===== config.mk =====
export PLATFORM = sky130hd
export DESIGN_NAME = dp_top
export DESIGN_NICKNAME = d
export VERILOG_FILES = /design/src/rtl/dp_pkg.sv /design/src/rtl/seg_buffer.sv /design/src/rtl/load_engine.sv /design/src/rtl/store_engine.sv /design/src/rtl/wb_arbiter.sv /design/src/rtl/dp_top.sv
export VERILOG_INCLUDE_DIRS = /design/src /design/src/rtl
export SDC_FILE = /design/constraint.sdc
export NUM_CORES = 2
export LEC_CHECK = 0
export ABC_AREA = 1
export BUFFER_PORTS_ARGS = -buffer_cell sky130_fd_sc_hd__buf_4
export CAP_MARGIN = 20
export CORE_MARGIN = 1.5
export CORE_UTILIZATION = 60
export DETAILED_ROUTE_END_ITERATION = 10
export GPL_TIMING_DRIVEN = 0
export PLACE_DENSITY_LB_ADDON = 0.25
export SYNTH_ARGS = -nofsm -noshare
export SYNTH_HDL_FRONTEND = slang
export SYNTH_HIERARCHICAL = 1
export SYNTH_SLANG_ARGS = --single-unit

===== constraint.sdc =====
create_clock -name clk -period 9.3 [get_ports clk]
set_input_delay 1.395 -clock clk [delete_from_list [all_inputs] [get_ports clk]]
set_output_delay 1.395 -clock clk [all_outputs]
set_load 0.02 [all_outputs]

===== src/rtl/dp_consts.svh =====
`ifndef DP_CONSTS_SVH
`define DP_CONSTS_SVH

// ==================================================
// Datapath sizing
// ==================================================

// Word address width on the Wishbone side
`define DP_ADDR_W    16
// Data word width, buffer and bus
`define DP_DATA_W    32
// Buffer channels
`define DP_NUM_CH    4
// Words per channel segment, power of two
`define DP_SEG_DEPTH 16
// Beat and occupancy counters, holds 0 to DP_SEG_DEPTH
`define DP_BEATS_W   5

`endif


===== src/rtl/dp_pkg.sv =====
`include "dp_consts.svh"

package dp_pkg;

    // ==================================================
    // Scalar types
    // ==================================================

    // Channel number
    typedef logic [$clog2(`DP_NUM_CH)-1:0] ch_id_t;
    // Beat count of one command
    typedef logic [`DP_BEATS_W-1:0] beats_t;
    // Words held in one segment
    typedef logic [`DP_BEATS_W-1:0] seg_count_t;

    // ==================================================
    // Command and completion
    // ==================================================

    typedef struct packed {
        logic [`DP_ADDR_W-1:0] addr;
        beats_t                beats;
        ch_id_t                ch;
    } dp_cmd_t;

    // One-cycle completion report, beats counts acked beats only
    typedef struct packed {
        logic   strobe;
        logic   error;
        beats_t beats;
    } dp_done_t;

    // ==================================================
    // Wishbone classic
    // ==================================================

    // Master to slave
    typedef struct packed {
        logic                  cyc;
        logic                  stb;
        logic                  we;
        logic [`DP_ADDR_W-1:0] adr;
        logic [`DP_DATA_W-1:0] dat;
    } wb_req_t;

    // Slave to master
    typedef struct packed {
        logic                  ack;
        logic                  err;
        logic [`DP_DATA_W-1:0] dat;
    } wb_rsp_t;

    // Engine FSM, shared by load and store
    typedef enum logic [1:0] {
        ENG_IDLE = 2'd0,
        ENG_BUS  = 2'd1,
        ENG_DONE = 2'd2
    } eng_state_e;

    // Bus owner
    typedef enum logic {
        OWN_LOAD  = 1'b0,
        OWN_STORE = 1'b1
    } arb_owner_e;

endpackage


===== src/rtl/seg_buffer.sv =====
`timescale 1ns/1ps
`include "dp_consts.svh"

module seg_buffer (
    input  logic                                 clk,
    input  logic                                 rst_n,
    input  logic                                 push,
    input  dp_pkg::ch_id_t                       push_ch,
    input  logic [`DP_DATA_W-1:0]                push_data,
    input  logic                                 pop,
    input  dp_pkg::ch_id_t                       pop_ch,
    output logic [`DP_DATA_W-1:0]                head_data,
    output dp_pkg::seg_count_t [`DP_NUM_CH-1:0]  counts
);
    import dp_pkg::*;

    localparam int PTR_W     = $clog2(`DP_SEG_DEPTH);
    localparam int MEM_DEPTH = `DP_NUM_CH * `DP_SEG_DEPTH;

    // ==================================================
    // Storage and ring state
    // ==================================================

    // One array, channel number in the upper address bits
    logic [`DP_DATA_W-1:0]          mem [MEM_DEPTH];
    logic [PTR_W-1:0]               wr_ptr [`DP_NUM_CH];
    logic [PTR_W-1:0]               rd_ptr [`DP_NUM_CH];
    seg_count_t [`DP_NUM_CH-1:0]    cnt_q;

    // Per-channel push and pop decode
    logic [`DP_NUM_CH-1:0]          push_hit;
    logic [`DP_NUM_CH-1:0]          pop_hit;

    always_comb begin
        for (int i = 0; i < `DP_NUM_CH; i++) begin
            push_hit[i] = push && (push_ch == ch_id_t'(i));
            pop_hit[i]  = pop && (pop_ch == ch_id_t'(i));
        end
    end

    // Write port, segment base plus ring pointer
    always_ff @(posedge clk) begin
        if (push) begin
            mem[{push_ch, wr_ptr[push_ch]}] <= push_data;
        end
    end

    // Head word of the popping channel, same cycle
    assign head_data = mem[{pop_ch, rd_ptr[pop_ch]}];

    // ==================================================
    // Pointers and occupancy
    // ==================================================

    always_ff @(posedge clk or negedge rst_n) begin
        if (!rst_n) begin
            for (int i = 0; i < `DP_NUM_CH; i++) begin
                wr_ptr[i] <= '0;
                rd_ptr[i] <= '0;
                cnt_q[i]  <= '0;
            end
        end else begin
            for (int i = 0; i < `DP_NUM_CH; i++) begin
                // Pointers wrap inside the segment by overflow
                if (push_hit[i]) begin
                    wr_ptr[i] <= wr_ptr[i] + PTR_W'(1);
                end
                if (pop_hit[i]) begin
                    rd_ptr[i] <= rd_ptr[i] + PTR_W'(1);
                end
                // Push and pop together leave the count alone
                case ({push_hit[i], pop_hit[i]})
                    2'b10:   cnt_q[i] <= cnt_q[i] + seg_count_t'(1);
                    2'b01:   cnt_q[i] <= cnt_q[i] - seg_count_t'(1);
                    default: cnt_q[i] <= cnt_q[i];
                endcase
            end
        end
    end

    assign counts = cnt_q;

endmodule


===== src/rtl/load_engine.sv =====
`timescale 1ns/1ps
`include "dp_consts.svh"

module load_engine (
    input  logic                                 clk,
    input  logic                                 rst_n,
    input  dp_pkg::dp_cmd_t                      cmd,
    input  logic                                 cmd_valid,
    output logic                                 cmd_ready,
    input  dp_pkg::seg_count_t [`DP_NUM_CH-1:0]  counts,
    output dp_pkg::wb_req_t                      wb_req,
    input  dp_pkg::wb_rsp_t                      wb_rsp,
    output logic                                 push,
    output dp_pkg::ch_id_t                       push_ch,
    output logic [`DP_DATA_W-1:0]                push_data,
    output dp_pkg::dp_done_t                     done
);
    import dp_pkg::*;

    eng_state_e              state;
    logic [`DP_ADDR_W-1:0]   addr_q;
    beats_t                  beats_q;
    ch_id_t                  ch_q;
    beats_t                  cnt_q;
    logic                    err_q;
    // One idle cycle after each ack lets the arbiter switch owner
    logic                    gap_q;
    seg_count_t              free_space;
    logic                    accept;
    logic                    beat_req;
    logic                    beat_ack;
    logic                    beat_err;

    // Room left in the commanded segment
    assign free_space = seg_count_t'(`DP_SEG_DEPTH) - counts[cmd.ch];
    assign cmd_ready  = (state == ENG_IDLE) && (free_space >= cmd.beats);
    assign accept     = cmd_valid && cmd_ready;

    // Read beat held until ack or err
    assign beat_req   = (state == ENG_BUS) && !gap_q;
    assign wb_req.cyc = beat_req;
    assign wb_req.stb = beat_req;
    assign wb_req.we  = 1'b0;
    assign wb_req.adr = addr_q;
    assign wb_req.dat = '0;

    assign beat_ack = beat_req && wb_rsp.ack;
    assign beat_err = beat_req && wb_rsp.err;

    // Returned word goes straight into the segment
    assign push      = beat_ack;
    assign push_ch   = ch_q;
    assign push_data = wb_rsp.dat;

    assign done.strobe = (state == ENG_DONE);
    assign done.error  = err_q;
    assign done.beats  = cnt_q;

    // ==================================================
    // FSM
    // ==================================================

    always_ff @(posedge clk or negedge rst_n) begin
        if (!rst_n) begin
            state <= ENG_IDLE;
            cnt_q <= '0;
            err_q <= 1'b0;
            gap_q <= 1'b0;
        end else begin
            gap_q <= beat_ack;
            case (state)
                ENG_IDLE: begin
                    if (accept) begin
                        cnt_q <= '0;
                        err_q <= 1'b0;
                        // Empty command completes without bus traffic
                        state <= (cmd.beats == '0) ? ENG_DONE : ENG_BUS;
                    end
                end
                ENG_BUS: begin
                    if (beat_err) begin
                        err_q <= 1'b1;
                        state <= ENG_DONE;
                    end else if (beat_ack) begin
                        cnt_q <= cnt_q + beats_t'(1);
                        if (cnt_q + beats_t'(1) == beats_q) begin
                            state <= ENG_DONE;
                        end
                    end
                end
                default: state <= ENG_IDLE;
            endcase
        end
    end

    // Command payload and running address
    always_ff @(posedge clk) begin
        if (accept) begin
            addr_q  <= cmd.addr;
            beats_q <= cmd.beats;
            ch_q    <= cmd.ch;
        end else if (beat_ack) begin
            addr_q <= addr_q + `DP_ADDR_W'(1);
        end
    end

endmodule


===== src/rtl/store_engine.sv =====
`timescale 1ns/1ps
`include "dp_consts.svh"

module store_engine (
    input  logic                                 clk,
    input  logic                                 rst_n,
    input  dp_pkg::dp_cmd_t                      cmd,
    input  logic                                 cmd_valid,
    output logic                                 cmd_ready,
    input  dp_pkg::seg_count_t [`DP_NUM_CH-1:0]  counts,
    input  logic [`DP_DATA_W-1:0]                head_data,
    output logic                                 pop,
    output dp_pkg::ch_id_t                       pop_ch,
    output dp_pkg::wb_req_t                      wb_req,
    input  dp_pkg::wb_rsp_t                      wb_rsp,
    output dp_pkg::dp_done_t                     done
);
    import dp_pkg::*;

    eng_state_e              state;
    logic [`DP_ADDR_W-1:0]   addr_q;
    beats_t                  beats_q;
    ch_id_t                  ch_q;
    beats_t                  cnt_q;
    logic                    err_q;
    // Bus released for a cycle after every ack
    logic                    gap_q;
    logic                    accept;
    logic                    beat_req;
    logic                    beat_ack;
    logic                    beat_err;

    // Whole command must already sit in the segment
    assign cmd_ready = (state == ENG_IDLE) && (counts[cmd.ch] >= cmd.beats);
    assign accept    = cmd_valid && cmd_ready;

    // Write beat carries the head word of the latched channel
    assign beat_req   = (state == ENG_BUS) && !gap_q;
    assign wb_req.cyc = beat_req;
    assign wb_req.stb = beat_req;
    assign wb_req.we  = 1'b1;
    assign wb_req.adr = addr_q;
    assign wb_req.dat = head_data;

    assign beat_ack = beat_req && wb_rsp.ack;
    assign beat_err = beat_req && wb_rsp.err;

    // Head advances only once the slave took the word
    assign pop    = beat_ack;
    assign pop_ch = ch_q;

    assign done.strobe = (state == ENG_DONE);
    assign done.error  = err_q;
    assign done.beats  = cnt_q;

    // ==================================================
    // FSM
    // ==================================================

    always_ff @(posedge clk or negedge rst_n) begin
        if (!rst_n) begin
            state <= ENG_IDLE;
            cnt_q <= '0;
            err_q <= 1'b0;
            gap_q <= 1'b0;
        end else begin
            gap_q <= beat_ack;
            case (state)
                ENG_IDLE: begin
                    if (accept) begin
                        cnt_q <= '0;
                        err_q <= 1'b0;
                        state <= (cmd.beats == '0) ? ENG_DONE : ENG_BUS;
                    end
                end
                ENG_BUS: begin
                    // Error ends the command and leaves the word in the buffer
                    if (beat_err) begin
                        err_q <= 1'b1;
                        state <= ENG_DONE;
                    end else if (beat_ack) begin
                        cnt_q <= cnt_q + beats_t'(1);
                        if (cnt_q + beats_t'(1) == beats_q) begin
                            state <= ENG_DONE;
                        end
                    end
                end
                default: state <= ENG_IDLE;
            endcase
        end
    end

    // Command payload and running address
    always_ff @(posedge clk) begin
        if (accept) begin
            addr_q  <= cmd.addr;
            beats_q <= cmd.beats;
            ch_q    <= cmd.ch;
        end else if (beat_ack) begin
            addr_q <= addr_q + `DP_ADDR_W'(1);
        end
    end

endmodule


===== src/rtl/wb_arbiter.sv =====
`timescale 1ns/1ps

module wb_arbiter (
    input  logic              clk,
    input  logic              rst_n,
    input  dp_pkg::wb_req_t   load_req,
    output dp_pkg::wb_rsp_t   load_rsp,
    input  dp_pkg::wb_req_t   store_req,
    output dp_pkg::wb_rsp_t   store_rsp,
    output dp_pkg::wb_req_t   bus_req,
    input  dp_pkg::wb_rsp_t   bus_rsp
);
    import dp_pkg::*;

    arb_owner_e  owner_q;
    arb_owner_e  owner;
    // Set when the store engine had the most recent beat
    logic        last_store_q;
    logic        owner_busy;

    // Grant moves only while the holder has cyc low
    always_comb begin
        owner_busy = (owner_q == OWN_LOAD) ? load_req.cyc : store_req.cyc;
        owner      = owner_q;
        if (!owner_busy) begin
            if (load_req.cyc && store_req.cyc) begin
                // Both asking, the one not served last wins
                owner = last_store_q ? OWN_LOAD : OWN_STORE;
            end else if (load_req.cyc) begin
                owner = OWN_LOAD;
            end else if (store_req.cyc) begin
                owner = OWN_STORE;
            end
        end
    end

    // Request mux, response back to the owner only
    assign bus_req   = (owner == OWN_LOAD) ? load_req : store_req;
    assign load_rsp  = (owner == OWN_LOAD) ? bus_rsp : '0;
    assign store_rsp = (owner == OWN_STORE) ? bus_rsp : '0;

    always_ff @(posedge clk or negedge rst_n) begin
        if (!rst_n) begin
            owner_q      <= OWN_LOAD;
            last_store_q <= 1'b0;
        end else begin
            owner_q <= owner;
            // Round-robin history follows finished beats
            if (bus_req.cyc && (bus_rsp.ack || bus_rsp.err)) begin
                last_store_q <= (owner == OWN_STORE);
            end
        end
    end

endmodule


===== src/rtl/dp_top.sv =====
`timescale 1ns/1ps
`include "dp_consts.svh"

module dp_top (
    input  logic               clk,
    input  logic               rst_n,
    input  dp_pkg::dp_cmd_t    load_cmd,
    input  logic               load_valid,
    output logic               load_ready,
    output dp_pkg::dp_done_t   load_done,
    input  dp_pkg::dp_cmd_t    store_cmd,
    input  logic               store_valid,
    output logic               store_ready,
    output dp_pkg::dp_done_t   store_done,
    output dp_pkg::wb_req_t    wb_req,
    input  dp_pkg::wb_rsp_t    wb_rsp
);
    import dp_pkg::*;

    // ==================================================
    // Buffer side
    // ==================================================

    logic                           push;
    ch_id_t                         push_ch;
    logic [`DP_DATA_W-1:0]          push_data;
    logic                           pop;
    ch_id_t                         pop_ch;
    logic [`DP_DATA_W-1:0]          head_data;
    seg_count_t [`DP_NUM_CH-1:0]    counts;

    // Engine bus ports ahead of the arbiter
    wb_req_t  load_wb_req;
    wb_rsp_t  load_wb_rsp;
    wb_req_t  store_wb_req;
    wb_rsp_t  store_wb_rsp;

    seg_buffer u_seg_buffer (
        .clk       (clk),
        .rst_n     (rst_n),
        .push      (push),
        .push_ch   (push_ch),
        .push_data (push_data),
        .pop       (pop),
        .pop_ch    (pop_ch),
        .head_data (head_data),
        .counts    (counts)
    );

    // Memory to buffer
    load_engine u_load_engine (
        .clk       (clk),
        .rst_n     (rst_n),
        .cmd       (load_cmd),
        .cmd_valid (load_valid),
        .cmd_ready (load_ready),
        .counts    (counts),
        .wb_req    (load_wb_req),
        .wb_rsp    (load_wb_rsp),
        .push      (push),
        .push_ch   (push_ch),
        .push_data (push_data),
        .done      (load_done)
    );

    // Buffer to memory
    store_engine u_store_engine (
        .clk       (clk),
        .rst_n     (rst_n),
        .cmd       (store_cmd),
        .cmd_valid (store_valid),
        .cmd_ready (store_ready),
        .counts    (counts),
        .head_data (head_data),
        .pop       (pop),
        .pop_ch    (pop_ch),
        .wb_req    (store_wb_req),
        .wb_rsp    (store_wb_rsp),
        .done      (store_done)
    );

    // ==================================================
    // Shared Wishbone master
    // ==================================================

    wb_arbiter u_wb_arbiter (
        .clk       (clk),
        .rst_n     (rst_n),
        .load_req  (load_wb_req),
        .load_rsp  (load_wb_rsp),
        .store_req (store_wb_req),
        .store_rsp (store_wb_rsp),
        .bus_req   (wb_req),
        .bus_rsp   (wb_rsp)
    );

endmodule


==> metrics.txt <==
outcome=finished, final reports clean; total power=35.3 mW; layout cells sized above 1=0.116; fin nets=roughly 10k; commonest non-fill, non-tap cell in the layout=nand2_1; Worst Path Required=7.91 ns; Post-route DRC=0; initial DRC count=11.6k; pre-CTS setup slack=approximately 3.6 ns; deepest clock path buffer count=3; hold_sp=u_seg_buffer/wr_ptr[3]; IO Pins=roughly 150; Avg Inst Size Synth=between 10 and 15 µm²; Seq pwr share=0.356; final max-slew violation count=0; Clock Skews=0.0292 ns; Tcrit/Tclk final=0.710; grt ovf=0; Logic pwr share=0.403; Setup CP Type=flip-flop to primary output; row count=148; vias in the first global route=about 69k; switch share=0.416; RSZ-0062 raised after global routing=false; Clk pwr share=0.241; PnR worst setup slack=between 2 and 3 ns; core area=~160000 µm²; area of the die=166000 µm²; R2R Path Start=u_load_engine/state[1]; Clock transition at path regs=0.07 ns; Mapped Cells=9205; PD cells=319 nW/µm²; Final Hold Viols=0; Avg WL per Cell=25.8 µm; Internal Power=20.6 mW; TritonCTS clock tree=yes; largest net degree at the start of global routing=72; HPWL reported at the end of detailed placement=203 mm; Hold Buf Count CTS=0; clock sink count=around 2.2k; Die Y-Extent=407 µm; fmax=151 MHz; Least-Margin Pin Slew=1.22 ns; post-CTS sizing=0; Worst Path Arrival=5.21 ns; initial antenna violation count=19; Worst R2R Setup Slack=4.00 ns; Hold WC Path Type=flip-flop to flip-flop; post-route ant nets=0; YS warnings=6; Pleak=44.3 nW; hold depth=1; CP Max Fanout=10; CP Launch Type=flip-flop; crit end category=primary output; worst r2r path cells=14; H-tree level count=4; Root Driver=clkbuf_16; Post-CTS Setup Bufs=0; MaxCap Viol Count=0; hold worst-path end=u_seg_buffer/wr_ptr[3]; Syn-to-layout area delta=12.7%; synthesized area=a little under 100000 µm²; WL final=310 mm; RR Endpoint=u_seg_buffer/mem[53][4]; Routability Congestion=1.05; worst-case vdd ir drop=0.000612 V; IO buf count=150; first-pass GRT wire length=approximately 440 mm; drt via density=6.12; count of final setup violators=0; crit path time final=6.61 ns; GR Util All Layers=0.366; via count=73.5k; Switch Pwr=14.7 mW; Initial Utilization=0.604; Die Wd=407 µm; most frequent cells in the layout=nand2_1 (2429), edfxtp_1 (2094), nand3_1 (1911); TNS Setup=0 ns; Slew headroom=0.189; Skew-Pair Late Insertion Delay=~0.85 ns; DR pass1 iterations=7; CTS Buf Count=212
state kept, by name, summed over array words and instances, names as in the netlist, 2 cells and up:
name,flops
u_load_engine/addr_q,16
u_load_engine/beats_q,5
u_load_engine/cnt_q,5
u_load_engine/push_ch,2
u_load_engine/state,2
u_seg_buffer/counts,20
u_seg_buffer/mem,2048
u_seg_buffer/rd_ptr,16
u_seg_buffer/wr_ptr,16
u_store_engine/addr_q,16
u_store_engine/beats_q,5
u_store_engine/cnt_q,5
u_store_engine/pop_ch,2
u_store_engine/state,2
worst max-delay path by stage:
stage | start | depth (start not counted) | slack (ns) | to
finish | u_store_engine/pop_ch[0] | 20 | 2.69 | wb_req[13]
CTS | u_store_engine/pop_ch[0] | 20 | 2.70 | wb_req[31]
global placement | u_load_engine/state[1] | 14 | 3.22 | u_seg_buffer/mem[49][9]
detailed placement | u_store_engine/pop_ch[0] | 20 | 3.62 | wb_req[31]
floorplan | load_cmd[0] | 14 | 4.84 | load_ready
global route | u_store_engine/pop_ch[0] | 20 | 2.62 | wb_req[14]
critical path, cell delays in order, from the launching register on:
cell and delay, ns:
edfxtp_1 0.42, buf_4 0.20, nor2_2 0.44, nand2_1 0.20, clkinv_1 0.08, nor2_1 0.04
nand2_2 0.16, buf_2 0.51, buf_2 0.32, nand3_1 0.15, nand3_1 0.20, nand3_1 0.33
nand2_1 0.44, nand2_1 0.17, nand2_1 0.11, inv_1 0.04, nand2_1 0.06, buf_4 0.11
nand3_1 0.08, nand2_1 0.13, buf_4 0.15
area by class of cell:
cell class | instances | area (µm²)
Multi-Input combinational cell | 5476 | 27000
Fill cell | 11669 | 52000
Clock inverter | 125 | 1230
Tap cell | 2175 | 2720
Buffer | 681 | 3570
Clock buffer | 258 | 5570
Antenna cell | 17 | 42.5
Timing Repair Buffer | 200 | 2260
Sequential cell | 2165 | 64700
Inverter | 915 | 3440
metrics by stage:
step	hold WS, ns	instances	utilization	cell area, µm²
after detailed placement	0.464	11608	0.637	104000
after CTS	0.475	11991	0.679	110000
after global routing	0.484	11996	0.680	110000
after floorplan	0.441	9237	-	98100
after global placement	0.462	11562	0.628	102000
final	0.476	12012	0.680	110000
routing by layer:
layer  up-vias  track usage  wire, µm
li1      32165            -         -
met2      5091        0.551    137000
met1     35335        0.480    111000
met5         -            0       170
met3       925        0.100     41900
met4        10        0.216     20100
power by group through the flow:
stage / combinational (mW) / clock (mW) / sequential (mW)
floorplan: 7.53 / 0 / 12.6
global placement: 13.0 / 0 / 12.7
detailed placement: 13.5 / 0 / 12.7
CTS: 13.5 / 8.54 / 12.5
global route: 14.7 / 8.91 / 12.6
finish: 14.2 / 8.51 / 12.5
Note: power is estimated with default switching activity, not from simulation.
